[src/rtl/tpu_uart_pkg.sv]
package tpu_uart_pkg;

    // Serial line timing
    localparam int clock_freq   = 10_000_000;
    localparam int baud_rate    = 625_000;
    localparam int clks_per_bit = clock_freq / baud_rate;

    // Counter wide enough for one bit period
    typedef logic [$clog2(clks_per_bit)-1:0] baud_cnt_t;

    // Last cycle of a bit, and the cycle at its centre
    localparam baud_cnt_t bit_last = baud_cnt_t'(clks_per_bit - 1);
    localparam baud_cnt_t bit_half = baud_cnt_t'(clks_per_bit / 2 - 1);

    // Payload widths
    typedef logic [7:0]         byte_t;
    typedef logic [15:0]        act_row_t;
    typedef logic signed [31:0] acc_t;
    typedef logic [3:0]         mlp_state_t;
    typedef logic [4:0]         cycle_cnt_t;

    // Host command codes
    typedef enum logic [7:0] {
        cmd_write_weight = 8'h01,
        cmd_write_act    = 8'h02,
        cmd_execute      = 8'h03,
        cmd_read_result  = 8'h04,
        cmd_status       = 8'h05
    } cmd_t;

    // Data bytes after a write command
    localparam int load_bytes = 4;

    // Bytes in a read result response
    localparam int result_bytes = 4;

endpackage

[src/rtl/uart_rx.sv]
`timescale 1ns/1ps

module uart_rx
    import tpu_uart_pkg::*;
(
    input  logic  clk,
    input  logic  rst,
    input  logic  rx,
    output byte_t rx_data,
    output logic  rx_valid
);

    typedef enum logic [1:0] {
        st_idle,
        st_start,
        st_data,
        st_stop
    } rx_state_t;

    rx_state_t state;
    logic      rx_meta;
    logic      rx_sync;
    baud_cnt_t clk_cnt;
    logic [2:0] bit_idx;
    byte_t     shift_reg;

    // Two-flop synchroniser, idles high
    always_ff @(posedge clk or posedge rst) begin
        if (rst) begin
            rx_meta <= 1'b1;
            rx_sync <= 1'b1;
        end else begin
            rx_meta <= rx;
            rx_sync <= rx_meta;
        end
    end

    always_ff @(posedge clk or posedge rst) begin
        if (rst) begin
            state     <= st_idle;
            clk_cnt   <= '0;
            bit_idx   <= 3'd0;
            shift_reg <= '0;
            rx_data   <= '0;
            rx_valid  <= 1'b0;
        end else begin
            rx_valid <= 1'b0;
            case (state)
                st_idle: begin
                    clk_cnt <= '0;
                    if (!rx_sync) begin
                        state <= st_start;
                    end
                end
                st_start: begin
                    // Recheck at mid start bit so a glitch is not taken as a frame
                    if (clk_cnt == bit_half) begin
                        clk_cnt <= '0;
                        bit_idx <= 3'd0;
                        state   <= rx_sync ? st_idle : st_data;
                    end else begin
                        clk_cnt <= clk_cnt + 1'b1;
                    end
                end
                st_data: begin
                    if (clk_cnt == bit_last) begin
                        clk_cnt   <= '0;
                        // LSB arrives first
                        shift_reg <= {rx_sync, shift_reg[7:1]};
                        bit_idx   <= bit_idx + 3'd1;
                        if (bit_idx == 3'd7) begin
                            state <= st_stop;
                        end
                    end else begin
                        clk_cnt <= clk_cnt + 1'b1;
                    end
                end
                st_stop: begin
                    if (clk_cnt == bit_last) begin
                        clk_cnt <= '0;
                        state   <= st_idle;
                        // Framing error drops the byte
                        if (rx_sync) begin
                            rx_data  <= shift_reg;
                            rx_valid <= 1'b1;
                        end
                    end else begin
                        clk_cnt <= clk_cnt + 1'b1;
                    end
                end
                default: state <= st_idle;
            endcase
        end
    end

    a_rx_valid_single: assert property (@(posedge clk) disable iff (rst)
        rx_valid |=> !rx_valid);

endmodule

[src/rtl/uart_tx.sv]
`timescale 1ns/1ps

module uart_tx
    import tpu_uart_pkg::*;
(
    input  logic  clk,
    input  logic  rst,
    input  byte_t tx_data,
    input  logic  tx_valid,
    output logic  tx_ready,
    output logic  tx
);

    typedef enum logic [1:0] {
        st_idle,
        st_start,
        st_data,
        st_stop
    } tx_state_t;

    tx_state_t  state;
    baud_cnt_t  clk_cnt;
    logic [2:0] bit_idx;
    byte_t      shift_reg;

    assign tx_ready = (state == st_idle);

    always_ff @(posedge clk or posedge rst) begin
        if (rst) begin
            state     <= st_idle;
            clk_cnt   <= '0;
            bit_idx   <= 3'd0;
            shift_reg <= '0;
            tx        <= 1'b1;
        end else begin
            if (state != st_idle) begin
                clk_cnt <= (clk_cnt == bit_last) ? '0 : clk_cnt + 1'b1;
            end
            case (state)
                st_idle: begin
                    clk_cnt <= '0;
                    if (tx_valid) begin
                        shift_reg <= tx_data;
                        tx        <= 1'b0;
                        state     <= st_start;
                    end
                end
                st_start: begin
                    if (clk_cnt == bit_last) begin
                        tx      <= shift_reg[0];
                        bit_idx <= 3'd0;
                        state   <= st_data;
                    end
                end
                st_data: begin
                    if (clk_cnt == bit_last) begin
                        if (bit_idx == 3'd7) begin
                            tx    <= 1'b1;
                            state <= st_stop;
                        end else begin
                            tx        <= shift_reg[1];
                            shift_reg <= shift_reg >> 1;
                            bit_idx   <= bit_idx + 3'd1;
                        end
                    end
                end
                st_stop: begin
                    // Line already high, just hold for one bit
                    if (clk_cnt == bit_last) begin
                        state <= st_idle;
                    end
                end
                default: state <= st_idle;
            endcase
        end
    end

    a_idle_line_high: assert property (@(posedge clk) disable iff (rst)
        tx_ready |-> tx);

endmodule

[src/rtl/cmd_ctrl.sv]
`timescale 1ns/1ps

module cmd_ctrl
    import tpu_uart_pkg::*;
(
    input  logic  clk,
    input  logic  rst,
    input  byte_t rx_data,
    input  logic  rx_valid,
    input  logic  load_done,
    input  logic  resp_done,
    output logic  load_en,
    output logic  load_weight,
    output logic  start_mlp,
    output logic  capture_result,
    output logic  capture_status
);

    typedef enum logic [1:0] {
        st_idle,
        st_load,
        st_respond
    } ctrl_state_t;

    ctrl_state_t state;

    // Loader takes data bytes only while this is high
    assign load_en = (state == st_load);

    always_ff @(posedge clk or posedge rst) begin
        if (rst) begin
            state          <= st_idle;
            load_weight    <= 1'b0;
            start_mlp      <= 1'b0;
            capture_result <= 1'b0;
            capture_status <= 1'b0;
        end else begin
            start_mlp      <= 1'b0;
            capture_result <= 1'b0;
            capture_status <= 1'b0;
            case (state)
                st_idle: begin
                    if (rx_valid) begin
                        case (rx_data)
                            cmd_write_weight: begin
                                load_weight <= 1'b1;
                                state       <= st_load;
                            end
                            cmd_write_act: begin
                                load_weight <= 1'b0;
                                state       <= st_load;
                            end
                            cmd_execute: begin
                                start_mlp <= 1'b1;
                            end
                            cmd_read_result: begin
                                capture_result <= 1'b1;
                                state          <= st_respond;
                            end
                            cmd_status: begin
                                capture_status <= 1'b1;
                                state          <= st_respond;
                            end
                            // Unknown codes are ignored
                            default: state <= st_idle;
                        endcase
                    end
                end
                st_load: begin
                    if (load_done) begin
                        state <= st_idle;
                    end
                end
                st_respond: begin
                    // Incoming bytes are dropped until the reply is out
                    if (resp_done) begin
                        state <= st_idle;
                    end
                end
                default: state <= st_idle;
            endcase
        end
    end

    // Serializer only finishes a reply that a capture requested
    a_reply_requested: assert property (@(posedge clk) disable iff (rst)
        resp_done |-> (state == st_respond));

endmodule

[src/rtl/mlp_loader.sv]
`timescale 1ns/1ps

module mlp_loader
    import tpu_uart_pkg::*;
(
    input  logic     clk,
    input  logic     rst,
    input  byte_t    rx_data,
    input  logic     rx_valid,
    input  logic     load_en,
    input  logic     load_weight,
    output logic     wf_push_col0,
    output logic     wf_push_col1,
    output byte_t    wf_data_in,
    output logic     init_act_valid,
    output act_row_t init_act_data,
    output logic     weights_ready,
    output logic     load_done
);

    byte_t      buffer [load_bytes];
    logic [1:0] byte_cnt;
    logic [1:0] seq_idx;
    logic       replay;
    logic       take_byte;
    logic       last_out;

    assign take_byte = rx_valid && load_en && !replay;

    // Four pushes for weights, two rows for activations
    assign last_out = load_weight ? (seq_idx == 2'(load_bytes - 1))
                                  : (seq_idx == 2'(load_bytes / 2 - 1));
    assign load_done = replay && last_out;

    // Weights alternate col0, col1
    assign wf_push_col0 = replay && load_weight && !seq_idx[0];
    assign wf_push_col1 = replay && load_weight && seq_idx[0];
    assign wf_data_in   = buffer[seq_idx];

    // Row n is {d(2n+1), d(2n)}
    assign init_act_valid = replay && !load_weight;
    assign init_act_data  = {buffer[{seq_idx[0], 1'b1}], buffer[{seq_idx[0], 1'b0}]};

    always_ff @(posedge clk) begin
        if (take_byte) begin
            buffer[byte_cnt] <= rx_data;
        end
    end

    always_ff @(posedge clk or posedge rst) begin
        if (rst) begin
            byte_cnt      <= 2'd0;
            seq_idx       <= 2'd0;
            replay        <= 1'b0;
            weights_ready <= 1'b0;
        end else begin
            if (take_byte) begin
                if (byte_cnt == 2'(load_bytes - 1)) begin
                    byte_cnt <= 2'd0;
                    seq_idx  <= 2'd0;
                    replay   <= 1'b1;
                end else begin
                    byte_cnt <= byte_cnt + 2'd1;
                end
            end
            if (replay) begin
                seq_idx <= seq_idx + 2'd1;
                if (last_out) begin
                    replay <= 1'b0;
                end
                // Raised so it is seen together with the fourth push
                if (load_weight && seq_idx == 2'(load_bytes - 2)) begin
                    weights_ready <= 1'b1;
                end
            end
        end
    end

    // Ready flag comes up on the last col1 push
    a_ready_with_push: assert property (@(posedge clk) disable iff (rst)
        $rose(weights_ready) |-> wf_push_col1);

endmodule

[src/rtl/resp_serializer.sv]
`timescale 1ns/1ps

module resp_serializer
    import tpu_uart_pkg::*;
(
    input  logic       clk,
    input  logic       rst,
    input  logic       capture_result,
    input  logic       capture_status,
    input  mlp_state_t mlp_state,
    input  cycle_cnt_t mlp_cycle_cnt,
    input  acc_t       mlp_acc0,
    input  logic       tx_ready,
    output byte_t      tx_data,
    output logic       tx_valid,
    output logic       resp_done
);

    typedef enum logic [1:0] {
        ph_idle,
        ph_send,
        ph_drain
    } phase_t;

    phase_t     phase;
    byte_t      buffer [result_bytes];
    logic [2:0] byte_cnt;
    logic [1:0] byte_idx;
    logic       last_byte;

    assign tx_valid  = (phase == ph_send);
    assign tx_data   = buffer[byte_idx];
    assign last_byte = ({1'b0, byte_idx} == byte_cnt - 3'd1);

    // Transmitter back to idle after the final stop bit
    assign resp_done = (phase == ph_drain) && tx_ready;

    always_ff @(posedge clk) begin
        if (capture_result) begin
            // Accumulator goes out LSB first
            for (int i = 0; i < result_bytes; i++) begin
                buffer[i] <= mlp_acc0[8*i +: 8];
            end
        end else if (capture_status) begin
            buffer[0] <= {mlp_state[2:0], mlp_cycle_cnt};
        end
    end

    always_ff @(posedge clk or posedge rst) begin
        if (rst) begin
            phase    <= ph_idle;
            byte_cnt <= 3'd0;
            byte_idx <= 2'd0;
        end else begin
            case (phase)
                ph_idle: begin
                    byte_idx <= 2'd0;
                    if (capture_result) begin
                        byte_cnt <= 3'(result_bytes);
                        phase    <= ph_send;
                    end else if (capture_status) begin
                        byte_cnt <= 3'd1;
                        phase    <= ph_send;
                    end
                end
                ph_send: begin
                    if (tx_ready) begin
                        if (last_byte) begin
                            phase <= ph_drain;
                        end else begin
                            byte_idx <= byte_idx + 2'd1;
                        end
                    end
                end
                ph_drain: begin
                    if (tx_ready) begin
                        phase <= ph_idle;
                    end
                end
                default: phase <= ph_idle;
            endcase
        end
    end

    a_tx_data_held: assert property (@(posedge clk) disable iff (rst)
        (tx_valid && !tx_ready) |=> $stable(tx_data));

endmodule

[src/rtl/tpu_uart_ctrl.sv]
`timescale 1ns/1ps

module tpu_uart_ctrl
    import tpu_uart_pkg::*;
(
    input  logic       clk,
    input  logic       rst,
    input  logic       uart_rx,
    output logic       uart_tx,
    output logic       wf_push_col0,
    output logic       wf_push_col1,
    output byte_t      wf_data_in,
    output logic       init_act_valid,
    output act_row_t   init_act_data,
    output logic       start_mlp,
    output logic       weights_ready,
    input  mlp_state_t mlp_state,
    input  cycle_cnt_t mlp_cycle_cnt,
    input  acc_t       mlp_acc0
);

    byte_t rx_data;
    logic  rx_valid;
    byte_t tx_data;
    logic  tx_valid;
    logic  tx_ready;
    logic  load_en;
    logic  load_weight;
    logic  load_done;
    logic  capture_result;
    logic  capture_status;
    logic  resp_done;

    uart_rx u_uart_rx (
        .clk      (clk),
        .rst      (rst),
        .rx       (uart_rx),
        .rx_data  (rx_data),
        .rx_valid (rx_valid)
    );

    uart_tx u_uart_tx (
        .clk      (clk),
        .rst      (rst),
        .tx_data  (tx_data),
        .tx_valid (tx_valid),
        .tx_ready (tx_ready),
        .tx       (uart_tx)
    );

    cmd_ctrl u_cmd_ctrl (
        .clk            (clk),
        .rst            (rst),
        .rx_data        (rx_data),
        .rx_valid       (rx_valid),
        .load_done      (load_done),
        .resp_done      (resp_done),
        .load_en        (load_en),
        .load_weight    (load_weight),
        .start_mlp      (start_mlp),
        .capture_result (capture_result),
        .capture_status (capture_status)
    );

    mlp_loader u_mlp_loader (
        .clk            (clk),
        .rst            (rst),
        .rx_data        (rx_data),
        .rx_valid       (rx_valid),
        .load_en        (load_en),
        .load_weight    (load_weight),
        .wf_push_col0   (wf_push_col0),
        .wf_push_col1   (wf_push_col1),
        .wf_data_in     (wf_data_in),
        .init_act_valid (init_act_valid),
        .init_act_data  (init_act_data),
        .weights_ready  (weights_ready),
        .load_done      (load_done)
    );

    resp_serializer u_resp_serializer (
        .clk            (clk),
        .rst            (rst),
        .capture_result (capture_result),
        .capture_status (capture_status),
        .mlp_state      (mlp_state),
        .mlp_cycle_cnt  (mlp_cycle_cnt),
        .mlp_acc0       (mlp_acc0),
        .tx_ready       (tx_ready),
        .tx_data        (tx_data),
        .tx_valid       (tx_valid),
        .resp_done      (resp_done)
    );

endmodule

[config.mk]
export PLATFORM = sky130hd
export DESIGN_NAME = tpu_uart_ctrl
export DESIGN_NICKNAME = d
export VERILOG_FILES = /design/src/rtl/tpu_uart_pkg.sv /design/src/rtl/uart_rx.sv /design/src/rtl/uart_tx.sv /design/src/rtl/cmd_ctrl.sv /design/src/rtl/mlp_loader.sv /design/src/rtl/resp_serializer.sv /design/src/rtl/tpu_uart_ctrl.sv
export SDC_FILE = /design/constraint.sdc
export NUM_CORES = 1
export LEC_CHECK = 0
export BUFFER_PORTS_ARGS = -buffer_cell sky130_fd_sc_hd__buf_2
export CORE_ASPECT_RATIO = 1.4
export CORE_UTILIZATION = 30
export DETAILED_ROUTE_END_ITERATION = 10
export SYNTH_ARGS = -nofsm -noshare
export SYNTH_HDL_FRONTEND = slang
export SYNTH_HIERARCHICAL = 1
export SYNTH_SLANG_ARGS = --single-unit
[constraint.sdc]
create_clock -name clk -period 5.51 [get_ports clk]
set_input_delay 0.2755 -clock clk [delete_from_list [all_inputs] [get_ports clk]]
set_output_delay 0.2755 -clock clk [all_outputs]
set_load 0.005 [all_outputs]
Word level (Yosys, flattened, before mapping)
Memories as Yosys holds them, arrays and structs flattened.
Cells that the tools add are included.
Widths: inputs -> output; s select.
{"block": "op_classes", "add_sub_neg": 8, "eq_ne": 45, "mux": 81, "bitwise_logic": 1, "reduce_logical": 45}
{"operator": "$mux 2", "n": 25}
{"operator": "$mux 8", "n": 4}
{"operator": "$mux 1", "n": 28}
{"operator": "$ne 2x1->1 const B", "n": 11}
{"operator": "$mux 3", "n": 7}
{"operator": "$mux 4", "n": 5}
{"operator": "$reduce_and 4->1", "n": 5}
{"operator": "$reduce_bool 2->1", "n": 10}
{"operator": "$eq 2x2->1 const B", "n": 9}
{"operator": "$pmux 2 s3", "n": 3}
{"operator": "$eq 8x2->1 const B", "n": 2}
{"operator": "$eq 8x3->1 const B", "n": 2}
{"operator": "$ne 2x2->1 const B", "n": 8}
{"operator": "$pmux 2 s4", "n": 2}
{"operator": "$pmux 8 s2", "n": 1}
{"operator": "$pmux 3 s2", "n": 2}
{"operator": "$pmux 4 s3", "n": 1}
{"operator": "$reduce_and 3->1", "n": 4}
{"operator": "$eq 2x1->1 const B", "n": 5}
{"operator": "$reduce_and 5->1", "n": 2}
{"operator": "$logic_and 1x1->1", "n": 9}
{"operator": "$add 4x1->4 const B", "n": 2}
{"operator": "$eq 4x4->1 const B", "n": 2}
{"operator": "$eq 8x1->1 const B", "n": 1}
{"operator": "other kinds (16)", "n": 30}
{"block": "word_totals", "ff_bits": 65, "ramBits": 64, "word_cells": 207, "memories": 2}
{"memory": "u_mlp_loader.buffer", "words": 4, "word_bits": 8, "read_ports": 3, "rd_ports_with_merged_regs": 0, "write_ports": 1, "line_no": "mlp_loader.sv:21", "source": "byte_t buffer [load_bytes];"}
{"memory": "u_resp_serializer.buffer", "words": 4, "word_bits": 8, "read_ports": 1, "rd_ports_with_merged_regs": 0, "write_ports": 4, "line_no": "resp_serializer.sv:26", "source": "byte_t buffer [result_bytes];"}

Longest topological paths before layout
{"block": "logic_depth", "depth_word": 6, "ltp_mapped": 7, "depth_no_buf": 7}

Hierarchy
Netlist, hierarchy kept.
{"module": "mlp_loader", "n_inst": 1, "cells_per_inst": 98, "area_per_inst_um2": 1754.2}
{"module": "resp_serializer", "n_inst": 1, "cells_per_inst": 122, "area_per_inst_um2": 1676.6}
{"module": "uart_rx", "n_inst": 1, "cells_per_inst": 86, "area_per_inst_um2": 1237.4}
{"module": "uart_tx", "n_inst": 1, "cells_per_inst": 89, "area_per_inst_um2": 1034.7}
{"module": "cmd_ctrl", "n_inst": 1, "cells_per_inst": 27, "area_per_inst_um2": 335.3}

Least setup slack after synthesis
Ideal clock, no wire load.
{"block": "synth_path", "path_kind": "flip-flop to flip-flop", "start": "reg u_uart_tx.state[0]", "end": "reg u_uart_tx.state[1]", "setup_ns": 0.128, "arrival_time_ns": 1.764, "required_ns": 5.382, "slack_ns": 3.618, "path_stages_with_launch": 7, "n_path_buf": 1, "path_cell_list": "dfrtp_1 -> inv_1 -> ha_1 -> buf_6 -> or3_4 -> a221oi_2 -> mux2_1"}
{"block": "synth_via", "elab_chain_cells": 3, "word_cells_on_any_way": 11, "cone_classes": "8 x eq/ne; 1 x mux; 2 x reduce/logical"}
{"item": "from (decl)", "line_no": "uart_tx.sv:21", "source": "tx_state_t state;"}
{"item": "from (signal assigned)", "line_no": "uart_tx.sv:30", "source": "state <= st_idle;"}
{"item": "from (signal assigned)", "line_no": "uart_tx.sv:45", "source": "state <= st_start;"}
{"item": "from (signal assigned)", "line_no": "uart_tx.sv:52", "source": "state <= st_data;"}
{"item": "$eq 2x2->1, or another cell as far along", "line_no": "uart_tx.sv:39", "source": "case (state)"}
{"item": "$ne 2x1->1 (no line) / $ne 2x2->1 (equally long branches)"}
{"item": "$reduce_and 5->1 (no line)"}
Parallel ways exist; a longest one is shown, timed or not.
A chain may end at the register's enable or synchronous reset.

Worst setup path in the final report
{"block": "layout_path", "start": "reg u_mlp_loader.seq_idx[0]", "end": "out init_act_data[3]"}
{"block": "layout_via", "elab_chain_cells": 1}
{"item": "from (decl)", "line_no": "mlp_loader.sv:23", "source": "logic [1:0] seq_idx;"}
{"item": "from (signal assigned)", "line_no": "mlp_loader.sv:67", "source": "seq_idx <= seq_idx + 2'd1;"}
{"item": "$mem_v2 4x8"}
{"item": "to (decl)", "line_no": "tpu_uart_ctrl.sv:14", "source": "output act_row_t init_act_data,"}
No other way between the ends.

==> summary.md <==
| Metric | Value |
|---|---|
| Power Total | 2.26 mW |
| Crit. End Element | primary output |
| Fin Clk Skew | around 11 ps |
| Adder-cell area share of the yosys netlist | 3.52% |
| Vias | around 3.6k |
| Synth top area cells | edfxtp_1 (32%), dfrtp_1 (25%), mux2_2 (6.7%) |
| Core Region | just under 20000 µm² |
| Top cell type's share of synthesized area | between 30% and 40% |
| Final period util | about 42% |
| Resize count post-CTS | 0 |
| Fin crit period | about 2300 ps |
| Worst IR drop on VDD | 190 µV |
| Routed Antenna Nets | 0 |
| Share of layout cells above drive strength 1 | a little under two fifths |
| Critical Path Max Stage Delay | around 1100 ps |
| Max-slew violation count | 0 |
| Die Span Y | roughly 170 µm |
| Ys flop type | edfxtp_1 |
| Worst Setup Start Kind | register |
| Final nets | 555 |
| Number of synthesized flops with an enable pin | between 60 and 70 |
| Largest area contributor in the netlist | edfxtp_1 |
| CTS HTree Levels | 4 |
| Area Overhead vs Synth | 18.4% |
| CTS sink count | around 130 |
| Hold/Removal Path Class | in2reg |
| DRC Markers | 0 |
| Vias in the first global route | ~3.8k |
| Status | completed |
| Synth Net Count | 483 |
| Worst Setup Path Type | reg2out |
| Mux share of post-synthesis cell area | about 16% |
| CTS Root Cell | clkbuf_16 |
| GRT Resource Usage Total | 11.9% |
| Drt wl/cell | approximately 15 µm |
| Mean post-synth cell area | 14.3 µm² |
| Commonest cells after routing, fill and taps aside | buf_2 (72), edfxtp_1 (64), dfrtp_1 (61) |
| TNS Setup | 0 ps |
| First-pass GRT wire length | between 15000 and 20000 µm |
| Final Hold Violating Endpoints | 0 |
| Via density | between 4 and 5 |
| Flop2flop setup slack | approximately 3200 ps |
| GRT Residual Overflow | 0 |
| Synth Area in XOR/XNOR | less than 1% |
| Synth Warn # | 6 |
| Worst-path cell chain | mux2_2, buf_2 |
| Die Wd | 122 µm |
| FFs w/ async S/R, synth | between 50% and 60% |
| Hold depth | 1 |
| Worst-path clk slew | about 60 ps |
| Initial Utilization | between 30% and 40% |
| Largest regs | u_mlp_loader/buffer: 32 flops, u_resp_serializer/buffer: 32 flops |
| Placed cell areas | between 6000 and 7000 µm² |
| DP HPWL | 7950 µm |
| Routability cong. | a little over 0.7 |
| Detailed Routing Iterations Pass 1 | 4 |
| RSZ-0062 raised after global routing | false |
| Flops & latches, synth | roughly 130 |
| Iteration-0 DRC Markers | about 190 |
| Arr. time, crit path | ~2000 ps |
| Crit Path Max Fanout | 29 |
| Compound-Gate Fraction of Synth Area | around 5.4% |
| Post-Synth Simple-Gate Area | 11.1% |
| Initial antenna violation count | 0 |
| Final setup viols | 0 |
| Clk_lat worst skew | a little over 400 ps |
| Leak | around 3.0 nW |
| Routed wire length | ~11000 µm |
| Syn Std Cell Area | roughly 6000 µm² |
| End of the worst register-to-register path | u_uart_tx/shift_reg[1] |
| Worst Hold End | u_resp_serializer/buffer[1][3] |
| Max_cap viols | 0 |
| Most common cell after layout, fill and taps aside | buf_2 |
| Worst-Margin Slew | about 1100 ps |
| R2R cell count | 5 |
| Achievable frequency | about 430 MHz |
| Slew margin rel. | between 20% and 30% |
| FF-to-FF Start | u_uart_tx/state[0] |
| I/O pins | 74 |
| Max clock buf depth | 2 |
| PortBufs | between 70 and 80 |
| Count of cell types in the netlist | 67 |
| Slowest stage cell, crit path | dfrtp_1 |
| N_diodes | 0 |
| Largest family of logic cells by synthesized area | multiplexers |
| Sequential fraction of the synthesis area | between 50 and 60% |
| Worst path required time | about 5200 ps |
| Largest net degree at the start of global routing | 30 |
| FP Rows | slightly above 60 |
| Pwr Density | about 320 nW/µm² |
| Synthesized instance count | about 420 |
| CTS tree | built |
| Num CTS Buffers | 17 |
| Post-route cell area | about 7000 µm² |
| Die area | roughly 21000 µm² |
| Min-delay src | mlp_acc0[11] |
==> worst max-delay path by stage <==
stage / start / to / slack (ps) / cells after the start
after floorplan: u_uart_tx/state[0] / u_uart_tx/state[1] / 3620 / 6
after global placement: u_uart_tx/state[0] / u_uart_tx/shift_reg[1] / 3270 / 5
after detailed placement: u_uart_tx/state[0] / u_uart_tx/shift_reg[1] / 3210 / 5
after CTS: u_mlp_loader/seq_idx[0] / init_act_data[11] / 3160 / 2
after global routing: u_uart_tx/state[0] / u_uart_tx/shift_reg[0] / 3050 / 5
final: u_mlp_loader/seq_idx[0] / init_act_data[3] / 3180 / 2
==> cells by family after synthesis <==
kind of cell / after synthesis
flops: 128
xor+xnor: 6
mux: 68
compound gates: 45
fa+ha+maj: 17
simple gates: 117
buf+inv: 41
==> worst max-delay path: cells and delay by family, from the launching register on <==
kind,cells,cell delay [ps]
flip-flops,1,1060
buffers and inverters,1,130
multiplexers,1,440
==> per-layer routing <==
layer  GRT usage (%)  vias up  wire length [µm]
li1                -     1706                 -
met1            13.6     1833              4690
met2            21.4       70              6100
met3            2.71       14               351
met4            4.51        0               159
met5               0        -                 0
==> synthesized netlist by cell type (2+ instances only) <==
library cell and instances:
edfxtp_1 64, o22ai_1 2, dfrtp_1 61, buf_4 2, a211oi_1 2, or2_2 2
and2_2 4, nor3_1 3, and4b_1 3, nand2_1 50, nor2_1 15, a31oi_1 4
a21oi_1 5, xor2_1 2, nand4b_1 3, clkbuf_1 4, a41oi_1 3, mux4_1 2
mux2_4 10, nand4_1 2, inv_1 20, a221oi_1 3, dfstp_2 3, mux2_2 36
buf_6 8, nand2b_1 6, ha_1 17, mux2_1 5, buf_2 4, o21ai_0 9
and3_1 2, mux4_2 14, nor2b_1 6, a22o_1 4, o211ai_1 2, nor3b_1 3
nand3_1 4, xnor2_1 4
==> timing repair <==
action,4_1_cts,5_1_grt
hold endpoints to repair,19,0
setup buffers,0,0
hold buffers,2,0
==> per-stage QoR <==
step                hold WS (ps)  worst slack [ps]  cells  util (%)
global placement             256              3270    725      33.1
detailed placement           265              3210    725      33.1
finish                      38.6              3180    759      36.2
global route                21.4              3050    759      36.2
floorplan                   66.5              3620    422         -
CTS                         24.2              3160    759      36.2
==> where the power goes <==
part / leakage, nW / internal, mW / switching [mW]
registers: 1.45 / 1.03 / 0.0380
clock network: 0.285 / 0.605 / 0.478
logic: 1.26 / 0.0544 / 0.0537
total: 3.00 / 1.69 / 0.570
==> layout make-up <==
type | count | area (µm²)
sequential | 128 | 3530
clock inverter | 15 | 170
tap | 252 | 315
clock buffer | 17 | 425
fill | 1884 | 12600
multi-input combinational | 253 | 2260
inverter | 20 | 75.1
timing repair buffer | 74 | 380
No activity file was read; power rests on OpenSTA's default activity.
